[src/verilog/mipsPkg.sv]
package mipsPkg;

    typedef enum logic [2:0] {
        ALU_ADD = 3'd0,
        ALU_SUB = 3'd1,
        ALU_AND = 3'd2,
        ALU_OR  = 3'd3,
        ALU_SLT = 3'd4,
        ALU_LUI = 3'd5
    } aluOpE;

    // EX operand source
    typedef enum logic [1:0] {
        FWD_RF = 2'd0,
        FWD_M  = 2'd1,
        FWD_W  = 2'd2
    } fwdSelE;

    typedef struct packed {
        logic  regWrite;
        logic  memRead;
        logic  memWrite;
        logic  memByte;   // lbu / sb
        logic  branch;
        logic  branchNe;
        logic  jump;
        logic  aluSrcImm;
        logic  regDstRt;  // I-type writes rt
        aluOpE aluOp;
    } ctrlT;

    typedef struct packed {
        logic [31:0] pc;
        logic [31:0] instr;
    } ifIdT;

    typedef struct packed {
        ctrlT        ctrl;
        logic [31:0] pc;
        logic [31:0] rsVal;
        logic [31:0] rtVal;
        logic [31:0] imm;
        logic [4:0]  rs;
        logic [4:0]  rt;
        logic [4:0]  dst;
    } idExT;

    typedef struct packed {
        ctrlT        ctrl;
        logic [31:0] aluOut;
        logic [31:0] storeVal;
        logic [4:0]  dst;
    } exMemT;

    typedef struct packed {
        logic        regWrite;
        logic [31:0] result;
        logic [4:0]  dst;
    } memWbT;

    localparam logic [5:0] OP_RTYPE = 6'h00;
    localparam logic [5:0] OP_J     = 6'h02;
    localparam logic [5:0] OP_BEQ   = 6'h04;
    localparam logic [5:0] OP_BNE   = 6'h05;
    localparam logic [5:0] OP_ADDIU = 6'h09;
    localparam logic [5:0] OP_ORI   = 6'h0d;
    localparam logic [5:0] OP_LUI   = 6'h0f;
    localparam logic [5:0] OP_LW    = 6'h23;
    localparam logic [5:0] OP_LBU   = 6'h24;
    localparam logic [5:0] OP_SB    = 6'h28;
    localparam logic [5:0] OP_SW    = 6'h2b;

    localparam logic [5:0] FN_ADDU  = 6'h21;
    localparam logic [5:0] FN_SUBU  = 6'h23;
    localparam logic [5:0] FN_AND   = 6'h24;
    localparam logic [5:0] FN_OR    = 6'h25;
    localparam logic [5:0] FN_SLT   = 6'h2a;

endpackage
[src/verilog/datapath.sv]
`timescale 1ns/10ps

module datapath import mipsPkg::*; #(
    parameter logic [31:0] RESET_PC = 32'h0000_0000
) (
    input  logic        clk,
    input  logic        rstN_i,
    output logic [31:0] instAddr_o,
    output logic        instEn_o,
    input  logic [31:0] instr_i,
    output logic        memEn_o,
    output logic [31:0] memAddr_o,
    input  logic [31:0] memRdata_i,
    output logic [3:0]  memWen_o,
    output logic [31:0] memWdata_o,
    input  logic        dCacheStall_i
);

    logic [31:0] pcF, pcPlus4F, pcNext;
    logic        stallF, flushD, flushE, freeze;
    ifIdT        ifIdD, ifIdQ;
    ctrlT        ctrlD;
    logic [4:0]  rsD, rtD, rdD;
    logic [31:0] immD, rd1D, rd2D, pcPlus4D, jumpTargetD;
    idExT        idExD, idExQ;
    fwdSelE      fwdA, fwdB;
    logic [31:0] srcA, rtValE, srcB, aluOutE, branchTargetE;
    logic        branchTaken;
    exMemT       exMemD, exMemQ;
    logic [3:0]  wenM;
    logic [31:0] loadValM, resultM;
    memWbT       memWbD, memWbQ;

    hazardUnit hazard (
        .idEx_i(idExQ), .exMem_i(exMemQ), .memWb_i(memWbQ),
        .rsD_i(rsD), .rtD_i(rtD),
        .branchTaken_i(branchTaken), .jumpD_i(ctrlD.jump), .dCacheStall_i(dCacheStall_i),
        .fwdA_o(fwdA), .fwdB_o(fwdB),
        .stallF_o(stallF), .flushD_o(flushD), .flushE_o(flushE), .freeze_o(freeze)
    );

    // IF
    assign pcPlus4F = pcF + 32'd4;

    always_comb begin
        if (branchTaken)
            pcNext = branchTargetE;  // older instr wins over j in ID
        else if (ctrlD.jump)
            pcNext = jumpTargetD;
        else
            pcNext = pcPlus4F;
    end

    always_ff @(posedge clk or negedge rstN_i) begin
        if (!rstN_i)
            pcF <= RESET_PC;
        else if (!stallF)
            pcF <= pcNext;
    end

    assign instAddr_o = pcF;
    assign instEn_o   = ~stallF;
    assign ifIdD      = '{pc: pcF, instr: instr_i};

    pipeReg #(.payloadT(ifIdT)) ifIdReg (
        .clk(clk), .rstN_i(rstN_i), .stall_i(stallF), .flush_i(flushD),
        .d_i(ifIdD), .q_o(ifIdQ)
    );

    // ID
    assign rsD = ifIdQ.instr[25:21];
    assign rtD = ifIdQ.instr[20:16];
    assign rdD = ifIdQ.instr[15:11];

    decoder dec (.instr_i(ifIdQ.instr), .ctrl_o(ctrlD), .imm_o(immD));

    regFile rf (
        .clk(clk), .rstN_i(rstN_i), .we_i(memWbQ.regWrite & ~freeze),
        .ra1_i(rsD), .ra2_i(rtD), .wa_i(memWbQ.dst), .wd_i(memWbQ.result),
        .rd1_o(rd1D), .rd2_o(rd2D)
    );

    assign pcPlus4D    = ifIdQ.pc + 32'd4;
    assign jumpTargetD = {pcPlus4D[31:28], ifIdQ.instr[25:0], 2'b00};
    assign idExD = '{ctrl: ctrlD, pc: ifIdQ.pc, rsVal: rd1D, rtVal: rd2D, imm: immD,
                     rs: rsD, rt: rtD, dst: ctrlD.regDstRt ? rtD : rdD};

    pipeReg #(.payloadT(idExT)) idExReg (
        .clk(clk), .rstN_i(rstN_i), .stall_i(freeze), .flush_i(flushE),
        .d_i(idExD), .q_o(idExQ)
    );

    // EX
    always_comb begin
        case (fwdA)
            FWD_M:   srcA = resultM;
            FWD_W:   srcA = memWbQ.result;
            default: srcA = idExQ.rsVal;
        endcase
        case (fwdB)
            FWD_M:   rtValE = resultM;
            FWD_W:   rtValE = memWbQ.result;
            default: rtValE = idExQ.rtVal;
        endcase
    end

    assign srcB = idExQ.ctrl.aluSrcImm ? idExQ.imm : rtValE;

    aluUnit alu (.a_i(srcA), .b_i(srcB), .op_i(idExQ.ctrl.aluOp), .y_o(aluOutE));

    assign branchTaken   = idExQ.ctrl.branch & ((srcA == rtValE) ^ idExQ.ctrl.branchNe);
    assign branchTargetE = idExQ.pc + 32'd4 + {idExQ.imm[29:0], 2'b00};
    assign exMemD = '{ctrl: idExQ.ctrl, aluOut: aluOutE, storeVal: rtValE, dst: idExQ.dst};

    pipeReg #(.payloadT(exMemT)) exMemReg (
        .clk(clk), .rstN_i(rstN_i), .stall_i(freeze), .flush_i(1'b0),
        .d_i(exMemD), .q_o(exMemQ)
    );

    // MEM
    memCtrl mc (
        .exMem_i(exMemQ), .rdata_i(memRdata_i),
        .wen_o(wenM), .wdata_o(memWdata_o), .loadVal_o(loadValM), .en_o(memEn_o)
    );

    assign memAddr_o = exMemQ.aluOut;
    assign memWen_o  = wenM & {4{~freeze}};  // store lands once, when the stall lifts
    assign resultM   = exMemQ.ctrl.memRead ? loadValM : exMemQ.aluOut;
    assign memWbD    = '{regWrite: exMemQ.ctrl.regWrite, result: resultM, dst: exMemQ.dst};

    pipeReg #(.payloadT(memWbT)) memWbReg (
        .clk(clk), .rstN_i(rstN_i), .stall_i(freeze), .flush_i(1'b0),
        .d_i(memWbD), .q_o(memWbQ)
    );

    redirectChk: assert property (@(posedge clk) disable iff (!rstN_i)
        branchTaken && !freeze |=> pcF == $past(branchTargetE))
        else $error("taken branch did not redirect fetch");

endmodule

[src/verilog/memCtrl.sv]
`timescale 1ns/10ps

module memCtrl import mipsPkg::*; (
    input  exMemT       exMem_i,
    input  logic [31:0] rdata_i,
    output logic [3:0]  wen_o,
    output logic [31:0] wdata_o,
    output logic [31:0] loadVal_o,
    output logic        en_o
);

    logic [1:0] byteOff;
    logic [7:0] byteVal;

    assign byteOff = exMem_i.aluOut[1:0];
    assign en_o    = exMem_i.ctrl.memRead | exMem_i.ctrl.memWrite;

    always_comb begin
        wen_o = 4'b0000;
        if (exMem_i.ctrl.memWrite)
            wen_o = exMem_i.ctrl.memByte ? (4'b0001 << byteOff) : 4'b1111;
    end

    // sb puts the byte on every lane
    assign wdata_o = exMem_i.ctrl.memByte ? {4{exMem_i.storeVal[7:0]}} : exMem_i.storeVal;

    assign byteVal   = rdata_i[8*byteOff +: 8];
    assign loadVal_o = exMem_i.ctrl.memByte ? {24'b0, byteVal} : rdata_i;

    always_comb begin
        if (en_o && !exMem_i.ctrl.memByte)
            assert (byteOff == 2'b00)
                else $error("unaligned word access at %h", exMem_i.aluOut);
    end

endmodule

[src/verilog/aluUnit.sv]
`timescale 1ns/10ps

module aluUnit import mipsPkg::*; (
    input  logic [31:0] a_i,
    input  logic [31:0] b_i,
    input  aluOpE       op_i,
    output logic [31:0] y_o
);

    logic [31:0] diff;

    assign diff = a_i - b_i;

    always_comb begin
        case (op_i)
            ALU_ADD: y_o = a_i + b_i;
            ALU_SUB: y_o = diff;
            ALU_AND: y_o = a_i & b_i;
            ALU_OR:  y_o = a_i | b_i;
            ALU_SLT: begin
                // signed compare from sign bits and the difference
                if (a_i[31] != b_i[31])
                    y_o = {31'b0, a_i[31]};
                else
                    y_o = {31'b0, diff[31]};
            end
            ALU_LUI: y_o = {b_i[15:0], 16'b0};
            default: y_o = 32'b0;
        endcase
    end

endmodule

[src/verilog/hazardUnit.sv]
`timescale 1ns/10ps

module hazardUnit import mipsPkg::*; (
    input  idExT       idEx_i,
    input  exMemT      exMem_i,
    input  memWbT      memWb_i,
    input  logic [4:0] rsD_i,
    input  logic [4:0] rtD_i,
    input  logic       branchTaken_i,
    input  logic       jumpD_i,
    input  logic       dCacheStall_i,
    output fwdSelE     fwdA_o,
    output fwdSelE     fwdB_o,
    output logic       stallF_o,
    output logic       flushD_o,
    output logic       flushE_o,
    output logic       freeze_o
);

    logic loadUse;

    function automatic fwdSelE pickSrc(input logic [4:0] src, input exMemT m, input memWbT w);
        if (src != 5'd0 && m.ctrl.regWrite && m.dst == src)
            return FWD_M;  // younger result wins
        if (src != 5'd0 && w.regWrite && w.dst == src)
            return FWD_W;
        return FWD_RF;
    endfunction

    assign fwdA_o = pickSrc(idEx_i.rs, exMem_i, memWb_i);
    assign fwdB_o = pickSrc(idEx_i.rt, exMem_i, memWb_i);

    // j reads no registers
    assign loadUse = idEx_i.ctrl.memRead && !jumpD_i && idEx_i.dst != 5'd0
                     && (idEx_i.dst == rsD_i || idEx_i.dst == rtD_i);

    assign freeze_o = dCacheStall_i;
    assign stallF_o = loadUse | dCacheStall_i;
    assign flushD_o = (branchTaken_i | jumpD_i) & ~dCacheStall_i;
    assign flushE_o = (branchTaken_i | loadUse) & ~dCacheStall_i;

    always_comb begin
        if (!freeze_o && (stallF_o || flushE_o))
            assert (idEx_i.ctrl.memRead || idEx_i.ctrl.branch)
                else $error("hold or flush without load or branch in EX");
    end

endmodule

[src/verilog/regFile.sv]
`timescale 1ns/10ps

module regFile (
    input  logic        clk,
    input  logic        rstN_i,
    input  logic        we_i,
    input  logic [4:0]  ra1_i,
    input  logic [4:0]  ra2_i,
    input  logic [4:0]  wa_i,
    input  logic [31:0] wd_i,
    output logic [31:0] rd1_o,
    output logic [31:0] rd2_o
);

    logic [31:0] regs [32];

    always_ff @(posedge clk or negedge rstN_i) begin
        if (!rstN_i) begin
            for (int i = 0; i < 32; i++)
                regs[i] <= 32'b0;
        end else if (we_i && wa_i != 5'd0) begin
            regs[wa_i] <= wd_i;
        end
    end

    // W stage value reaches ID in the same cycle
    assign rd1_o = (ra1_i == 5'd0) ? 32'b0 :
                   (we_i && wa_i == ra1_i) ? wd_i : regs[ra1_i];
    assign rd2_o = (ra2_i == 5'd0) ? 32'b0 :
                   (we_i && wa_i == ra2_i) ? wd_i : regs[ra2_i];

endmodule

[src/verilog/decoder.sv]
`timescale 1ns/10ps

module decoder import mipsPkg::*; (
    input  logic [31:0] instr_i,
    output ctrlT        ctrl_o,
    output logic [31:0] imm_o
);

    logic [5:0] opcode;
    logic [5:0] funct;

    assign opcode = instr_i[31:26];
    assign funct  = instr_i[5:0];

    // only ori zero-extends
    assign imm_o = (opcode == OP_ORI) ? {16'b0, instr_i[15:0]}
                                      : {{16{instr_i[15]}}, instr_i[15:0]};

    always_comb begin
        ctrl_o = '0;  // unknown opcode is a nop
        case (opcode)
            OP_RTYPE: begin
                ctrl_o.regWrite = 1'b1;
                case (funct)
                    FN_ADDU: ctrl_o.aluOp = ALU_ADD;
                    FN_SUBU: ctrl_o.aluOp = ALU_SUB;
                    FN_AND:  ctrl_o.aluOp = ALU_AND;
                    FN_OR:   ctrl_o.aluOp = ALU_OR;
                    FN_SLT:  ctrl_o.aluOp = ALU_SLT;
                    default: ctrl_o = '0;  // incl. sll $0 bubble
                endcase
            end
            OP_ADDIU, OP_ORI, OP_LUI: begin
                ctrl_o.regWrite  = 1'b1;
                ctrl_o.aluSrcImm = 1'b1;
                ctrl_o.regDstRt  = 1'b1;
                ctrl_o.aluOp     = (opcode == OP_ORI) ? ALU_OR :
                                   (opcode == OP_LUI) ? ALU_LUI : ALU_ADD;
            end
            OP_LW, OP_LBU: begin
                ctrl_o.regWrite  = 1'b1;
                ctrl_o.memRead   = 1'b1;
                ctrl_o.memByte   = (opcode == OP_LBU);
                ctrl_o.aluSrcImm = 1'b1;
                ctrl_o.regDstRt  = 1'b1;
            end
            OP_SW, OP_SB: begin
                ctrl_o.memWrite  = 1'b1;
                ctrl_o.memByte   = (opcode == OP_SB);
                ctrl_o.aluSrcImm = 1'b1;
            end
            OP_BEQ, OP_BNE: begin
                ctrl_o.branch   = 1'b1;
                ctrl_o.branchNe = (opcode == OP_BNE);
                ctrl_o.aluOp    = ALU_SUB;
            end
            OP_J: begin
                ctrl_o.jump = 1'b1;
            end
            default: ctrl_o = '0;
        endcase
    end

endmodule

[src/verilog/pipeReg.sv]
`timescale 1ns/10ps

module pipeReg #(
    parameter type payloadT = logic [31:0]
) (
    input  logic    clk,
    input  logic    rstN_i,
    input  logic    stall_i,
    input  logic    flush_i,
    input  payloadT d_i,
    output payloadT q_o
);

    // flush beats stall and loads an all-zero bubble
    always_ff @(posedge clk or negedge rstN_i) begin
        if (!rstN_i)
            q_o <= '0;
        else if (flush_i)
            q_o <= '0;
        else if (!stall_i)
            q_o <= d_i;
    end

endmodule

[config.mk]
export PLATFORM = sky130hd
export DESIGN_NAME = datapath
export DESIGN_NICKNAME = d
export VERILOG_FILES = /design/src/verilog/mipsPkg.sv /design/src/verilog/datapath.sv /design/src/verilog/memCtrl.sv /design/src/verilog/aluUnit.sv /design/src/verilog/hazardUnit.sv /design/src/verilog/regFile.sv /design/src/verilog/decoder.sv /design/src/verilog/pipeReg.sv
export SDC_FILE = /design/constraint.sdc
export NUM_CORES = 2
export LEC_CHECK = 0
export BUFFER_PORTS_ARGS = -buffer_cell sky130_fd_sc_hd__buf_2
export CORE_ASPECT_RATIO = 1.5
export CORE_MARGIN = 3
export CORE_UTILIZATION = 40
export DETAILED_ROUTE_END_ITERATION = 8
export PLACE_DENSITY_LB_ADDON = 0.12
export SLEW_MARGIN = 5
export SYNTH_ARGS = -nofsm -noshare
export SYNTH_HDL_FRONTEND = slang
export SYNTH_SLANG_ARGS = --single-unit
[constraint.sdc]
create_clock -name clk -period 11.92 [get_ports clk]
set_input_delay 0.596 -clock clk [delete_from_list [all_inputs] [get_ports clk]]
set_output_delay 0.596 -clock clk [all_outputs]
set_load 0.01 [all_outputs]
* Yosys cells after proc, flatten, opt, wreduce, memory -nomap -nowiden
Cells that the tools add are included.
** Operators by class
- Add/subtract/negate cells :: 6
- $lt $le $gt $ge :: 4
- Eq/ne operators :: 36
- Shift-type cells :: 2
- Mux-type cells :: 58
- Bitwise logic cells :: 17
- Reduce and logical (&&, ||, !) cells :: 32
** Operators with widths (number)
- bitwise mux 1024 bit :: 1
- 2-to-1 mux 32 bit :: 16
- binary-select mux 32 bit (select 5 bit) :: 2
- 2-to-1 mux 155 bit :: 2
- one-hot mux 32 bit (6 select lines) :: 1
- demux 32 bit (select 5 bit) :: 1
- 2-to-1 mux 64 bit :: 2
- one-hot mux 32 bit (2 select lines) :: 2
- adder 32 x 3 -> 32 bit (second input constant) :: 3
- adder 32 bit :: 2
- == test 6 bit (second input constant) :: 9
- == test 5 bit :: 8
- bitwise AND 32 bit :: 1
- == test 32 bit :: 1
- bitwise OR 32 bit :: 1
- indexed part select 32 x 6 -> 8 bit :: 1
- subtractor 32 bit :: 1
- nonzero test 5 bit :: 4
- == test 6 x 4 -> 1 bit (second input constant) :: 3
- greater-or-equal comparator 6 bit (second input constant) :: 3
- NOT 5 -> 6 bit :: 3
- 2-to-1 mux 2 bit :: 8
- logical AND 1 bit :: 15
- == test 6 x 3 -> 1 bit (second input constant) :: 2
- 35 further kinds :: 63
** Storage, ports and cells
- Bits in registers :: 1384
- Input bits :: 67
- Output and inout bits :: 102
- Word-level logic and storage cells :: 215

* Depth between registers and ports, before layout
- Depth in word-level cells :: 15
- Mapped depth :: 31
- Gate-level depth less buffers :: 27

* Hierarchy
Synthesis repeated with hierarchy kept, for this count alone.
** Unflattened totals
- Cells, all modules :: 6883
- Area, all modules :: 82466.6 µm²
** By module, submodules not included
- regFile :: times used 1, cells an instance 3825, area each 54920.2 µm², seq. area each 25624.6 µm²
- datapath :: times used 1, cells an instance 942, area each 7080.5 µm², seq. area each 800.8 µm²
- pipeReg at idExReg :: times used 1, cells an instance 499, area each 6273.5 µm², seq. area each 3878.7 µm²
- aluUnit :: times used 1, cells an instance 746, area each 4840.9 µm², seq. area each 0.0 µm²
- pipeReg at exMemReg :: times used 1, cells an instance 261, area each 3308.2 µm², seq. area each 2026.9 µm²
- pipeReg at ifIdReg :: times used 1, cells an instance 206, area each 2611.3 µm², seq. area each 1601.5 µm²
- pipeReg at memWbReg :: times used 1, cells an instance 122, area each 1549.0 µm², seq. area each 950.9 µm²
- memCtrl :: times used 1, cells an instance 141, area each 822.0 µm², seq. area each 0.0 µm²
- decoder :: times used 1, cells an instance 82, area each 586.8 µm², seq. area each 0.0 µm²
- hazardUnit :: times used 1, cells an instance 59, area each 474.2 µm², seq. area each 0.0 µm²

* Worst setup path before layout
Ideal clock, no wire load.
- Path kind :: reg2reg
- From :: register idExReg.q_o[5] in the netlist's numbering
- To :: register exMemReg.q_o[68] in the netlist's numbering
- Setup time :: 0.128 ns
- Data arrival time :: 6.336 ns
- Data required time :: 11.792 ns
- Slack :: 5.456 ns
- Stages on the path, launching flop included :: 28
- Path buffers :: 4
- Period minus slack after synthesis :: 6.464 ns
- Cell sequence :: dfrtp_1 -> or4_1 -> o211ai_1 -> or2_2 -> clkbuf_1 -> clkbuf_1 -> buf_1 -> a31oi_1 -> mux2i_1 -> inv_1 -> ha_1 -> clkbuf_1 -> or3_1 -> nor3_1 -> nand3_1 -> a21oi_1 -> a221oi_1 -> o31a_1 -> o41a_1 -> o31ai_1 -> a21o_1 -> a21oi_1 -> fa_1 -> nor3_1 -> a21oi_1 -> o22ai_1 -> a21oi_1 -> o21ai_0
** On the way
- Longest elaborated chain between the ends :: 12
- Elaborated cells between the ends (all ways) :: 22
- Those cells by class :: 2 x add/sub; 4 x eq/ne; 9 x mux; 2 x bitwise; 5 x reduce/logical
** Ends and longest elaborated chain
- start, declared :: RTL line pipeReg.sv:11 : output payloadT q_o
- start signal, assigned :: RTL line pipeReg.sv:21 : q_o <= d_i;
- nonzero test 5 bit :: RTL line hazardUnit.sv:23, hazardUnit.sv:25
- logical AND 1 bit (2 in series) :: RTL line hazardUnit.sv:25 : if (src != 5'd0 && w.regWrite && w.dst == src)
- 2-to-1 mux 1 bit (2 in series) :: RTL line hazardUnit.sv:25
- 2-to-1 mux 2 bit :: RTL line hazardUnit.sv:27 : return FWD_RF;
- 2-to-1 mux 2 bit * :: RTL line hazardUnit.sv:25
- == test 2 bit / == test 2 x 1 -> 1 bit (equally long branches) :: RTL line datapath.sv:100 : case (fwdB)
- one-hot mux 32 bit (2 select lines) * :: RTL line datapath.sv:100
- 2-to-1 mux 32 bit * :: RTL line datapath.sv:107 : assign srcB = idExQ.ctrl.aluSrcImm ? idExQ.imm : rtValE;
- subtractor 32 bit, or another cell as far along :: RTL line aluUnit.sv:12 : assign diff = a_i - b_i;
- one-hot mux 32 bit (6 select lines) * :: RTL line aluUnit.sv:15 : case (op_i)
- end signal, assigned :: RTL line pipeReg.sv:21
- end, declared :: RTL line pipeReg.sv:11
Mark *: on every way between the ends. The rest lies on a longest branch, timed or not. The select of a mux whose other input is x is not followed.
A chain may end at the register's enable or synchronous reset.

* Worst setup path after layout
- From :: register memWbReg.q_o[0] in the netlist's numbering
- To :: register exMemReg.q_o[68] in the netlist's numbering
** On the way
- Longest elaborated chain between the ends :: 11
- Elaborated cells between the ends (all ways) :: 26
- Those cells by class :: 2 x add/sub; 6 x eq/ne; 14 x mux; 2 x bitwise; 2 x reduce/logical
** Ends and longest elaborated chain (RTL line)
- start, declared :: pipeReg.sv:11
- start signal, assigned :: pipeReg.sv:21
- == test 5 bit :: hazardUnit.sv:25
- logical AND 1 bit :: hazardUnit.sv:25
- 2-to-1 mux 1 bit (2 in series) :: hazardUnit.sv:25
- 2-to-1 mux 2 bit :: hazardUnit.sv:27
- 2-to-1 mux 2 bit :: hazardUnit.sv:25
- == test 2 bit / == test 2 x 1 -> 1 bit (equally long branches) :: datapath.sv:100
- one-hot mux 32 bit (2 select lines) :: datapath.sv:100
- 2-to-1 mux 32 bit :: datapath.sv:107
- subtractor 32 bit, or another cell as far along :: aluUnit.sv:12
- one-hot mux 32 bit (6 select lines) * :: aluUnit.sv:15
Marked as above.

==> reports/qor.yml <==
wl_per_cell_um: 31.5
cts_max_level: 4
start_util: 0.403
finalClockSkew_ns: 0.0391
syn_nets: 6701
drt_iter0_markers: 4437
port_buffers: 168
rsz0062_at_grt: "false"
crit_top_cell: "a21oi_1"
postRouteAntennaNets: 0
fin_crit_sh: 0.668
critPathLaunchType: "flip-flop"
path_cells: "xor2_1 > or4_1 > buf_4 > nor2_4 > mux2_2 > o21ai_0 > inv_1 > ha_1 > o21ai_0 > nand3_1 > a21oi_1 > a221oi_1 > o31a_1 > o41a_1 > o31ai_1 > a21o_1 > a21oi_1 > fa_1 > nor3_1 > a21oi_1 > o22ai_1 > a21oi_1 > o21ai_0"
cp_slowest_cell: "dfrtp_1"
avgSynthCellArea_um2: 12.4
grt_max_degree: 165
core_area_um2: 198000
clock_latency_ns: 0.82
slowest_delay_ns: 0.86
grt_use_total: 0.274
globalRouteOverflowTotal: 0
hold_viol_final: 0
min_path_type: "input port to flip-flop"
dp_hpwl_um: 180000
clockBufferDepth: 4
rows: 200
cts_setup_buffers: 0
worstMarginPinSlew_ns: 1.32
ys_seq_elements: 1369
vdd_drop_max_mv: 0.116
drc_errors: 0
grt_pass1_vias: 56900
seq_area_frac_synth: 0.428
syn_area_um2: 80000
die_h_um: 554
crit_fanout: 26
clkSlewWorstSetupHoldPaths_ns: 0.07
grt_pass1_wl_um: 413000
crit_type: "flip-flop to flip-flop"
ys.warnings.count: 0
synth_edf_count: 0
status: "completed"
finalSetupViolations: 0
post-route-util: 0.442
synthDistinctLibCells: 90
post_cts_resized: 0
antenna_found_initial: 2
drt-total-wl_um: 283000
vias: 55700
p_leak_nw: 39.6
layout-drive-gt1-share: 0.349
critPathArrivalTime_ns: 8.66
ys.flop_type: "dfrtp_1"
drv_cap: 0
final_nets: 6483
ios: 169
drv_slew: 0
max_freq_mhz: 126
syn2layout_area_growth_pct: 9.69
cts_buffers: 151
gp_congestion: 0.995
vias_per_cell: 6.19
die_w_um: 371
clock_sinks: 1369
final.setup.tns_ns: 0
cp-end-kind: "flip-flop"
period_needed_ns: 7.96
dr.pass1.iters: 6
clockRootBuffer: "clkbuf_16"
async_flop_share: 1.00
p_per_area_nw_per_um2: 163
relSlewSlack: 0.121
netlist_instances: 6473
die_area_um2: 205000
cp.required_ns: 12.62
cts_tree: "yes"
-- per-stage QoR --
stage	hold slack (ns)	worst slack [ns]	instance area [um^2]	power [W]	std cells
after CTS	0.0141	4.09	87700	0.0144	8987
after floorplan	0.300	5.46	80000	0.00817	6473
after global routing	0.0504	3.60	87700	0.0149	8988
final	0.0547	3.96	87700	0.0143	8989
after detailed placement	0.383	4.10	82800	0.00961	8727
after global placement	0.376	4.17	82800	0.00957	8727
-- cells in the final DEF (no fill, tap or decap), types with 11 or more instances in the layout --
cell type  synthesis  routed
o21a_1            13      13
nand2_4            0      17
dfrtp_1         1369    1357
a21o_1            31      31
a22o_1            33      33
nor2b_1           30      28
o21ai_0          271     271
nor4_1            18      17
nor3_1            64      58
inv_1            176     175
nand2b_1          13      13
a211oi_1          72      72
nand4_1           35      35
o21ai_1           19      18
nor2_1           277     268
ha_1             157     157
mux2_2           960     960
a32o_1            54      54
buf_2             23     166
clkbuf_1         477      20
nand2_1          386     368
clkinv_2           0      31
o31ai_1           74      74
mux4_2           620     620
xor2_1            66      66
clkbuf_16          0     156
buf_4             56     141
xnor2_1          111     111
nand3_1           69      65
o21bai_1          15      15
o22ai_1           20      20
o311ai_1          24      24
clkbuf_8           0      40
mux2i_1          204     204
a22oi_1           22      22
o211ai_1          57      57
and3_1            18      18
a21oi_1          307     307
a31oi_1           34      34
or2_2             11      11
-- state kept, by name, summed over array words and instances (netlist names) --
register / count
memWbReg.q_o: 38
exMemReg.q_o: 73
rf.regs: 1024
instAddr_o: 32
ifIdReg.q_o: 64
idExReg.q_o: 138
-- kinds of logic (layout without fill, tap and decap cells) --
family | Yosys count | in the layout | share of synthesized area
mux | 1784 | 1784 | 0.335
compound gates | 1149 | 1149 | 0.0932
xor+xnor | 177 | 177 | 0.0194
flops | 1369 | 1369 | 0.428
buf+inv | 868 | 756 | 0.0445
other cells | 0 | 2 | 0
simple gates | 965 | 965 | 0.0538
fa+ha+maj | 161 | 161 | 0.0256
-- metal layers --
| layer | track usage | up-vias | share of wire |
|---|---|---|---|
| li1 | - | 23800 | - |
| met1 | 0.335 | 29600 | 0.39 |
| met2 | 0.473 | 1736 | 0.50 |
| met3 | 0.0334 | 550 | 0.046 |
| met4 | 0.141 | 0 | 0.059 |
| met5 | 0 | - | 0 |
-- cell usage after synthesis (74+ instances only) --
cell type / number / share of area
inv_1: 176 / 0.0083
clkbuf_1: 477 / 0.022
nor2_1: 277 / 0.013
buf_1: 122 / 0.0057
nand2_1: 386 / 0.018
a21oi_1: 307 / 0.019
mux4_2: 620 / 0.17
ha_1: 157 / 0.025
mux2i_1: 204 / 0.026
mux2_2: 960 / 0.14
o31ai_1: 74 / 0.0069
dfrtp_1: 1369 / 0.43
xnor2_1: 111 / 0.012
o21ai_0: 271 / 0.017
-- power breakdown --
part / internal (W) / switching [W] / leakage, nW / total (W)
logic: 0.00151 / 0.00226 / 18.4 / 0.00377
clock network: 0.00274 / 0.00201 / 2.44 / 0.00476
registers: 0.00513 / 0.000637 / 18.8 / 0.00577
total: 0.00938 / 0.00491 / 39.6 / 0.0143
-- timing repair --
item	CTS	global route
hold endpoints to repair	90	0
hold buffers	1	0
endpoints found under the setup margin	0	0
-- final timing paths --
path	from	end	slack, ns	depth (start not counted)
min in group asynchronous	rstN_i	idExReg.q_o[141]	0.32	2
worst max-delay path	memWbReg.q_o[0]	exMemReg.q_o[68]	3.96	23
worst max register to register	memWbReg.q_o[0]	exMemReg.q_o[68]	3.96	23
max in group asynchronous	rstN_i	rf.regs[511]	8.59	5
worst min register to register	rf.regs[1002]	rf.regs[1002]	0.40	0
worst min-delay path	instr_i[15]	ifIdReg.q_o[15]	0.05	3
-- critical path, delay by kind of cell, from the launching register on --
kind	cells	cell delay (ns)
XOR/XNOR	1	0.23
buffers and inverters	2	0.41
AO/OA/AOI/OAI	13	3.47
flip-flops	1	0.86
adder cells (fa/ha/maj)	2	0.90
AND/OR/NAND/NOR	4	1.51
multiplexers	1	0.44
-- layout make-up --
type                    instances  area (um^2)
diodes                          2         5.00
clock buffers                 215         4520
clock inverters                44          379
fillers                     18200       111000
inverters                     179          682
multi-input cells            4236        42500
flip-flops and latches       1369        34300
well taps                    2626         3290
repair buffers                318         2090
No activity file was read; power rests on OpenSTA's default activity.
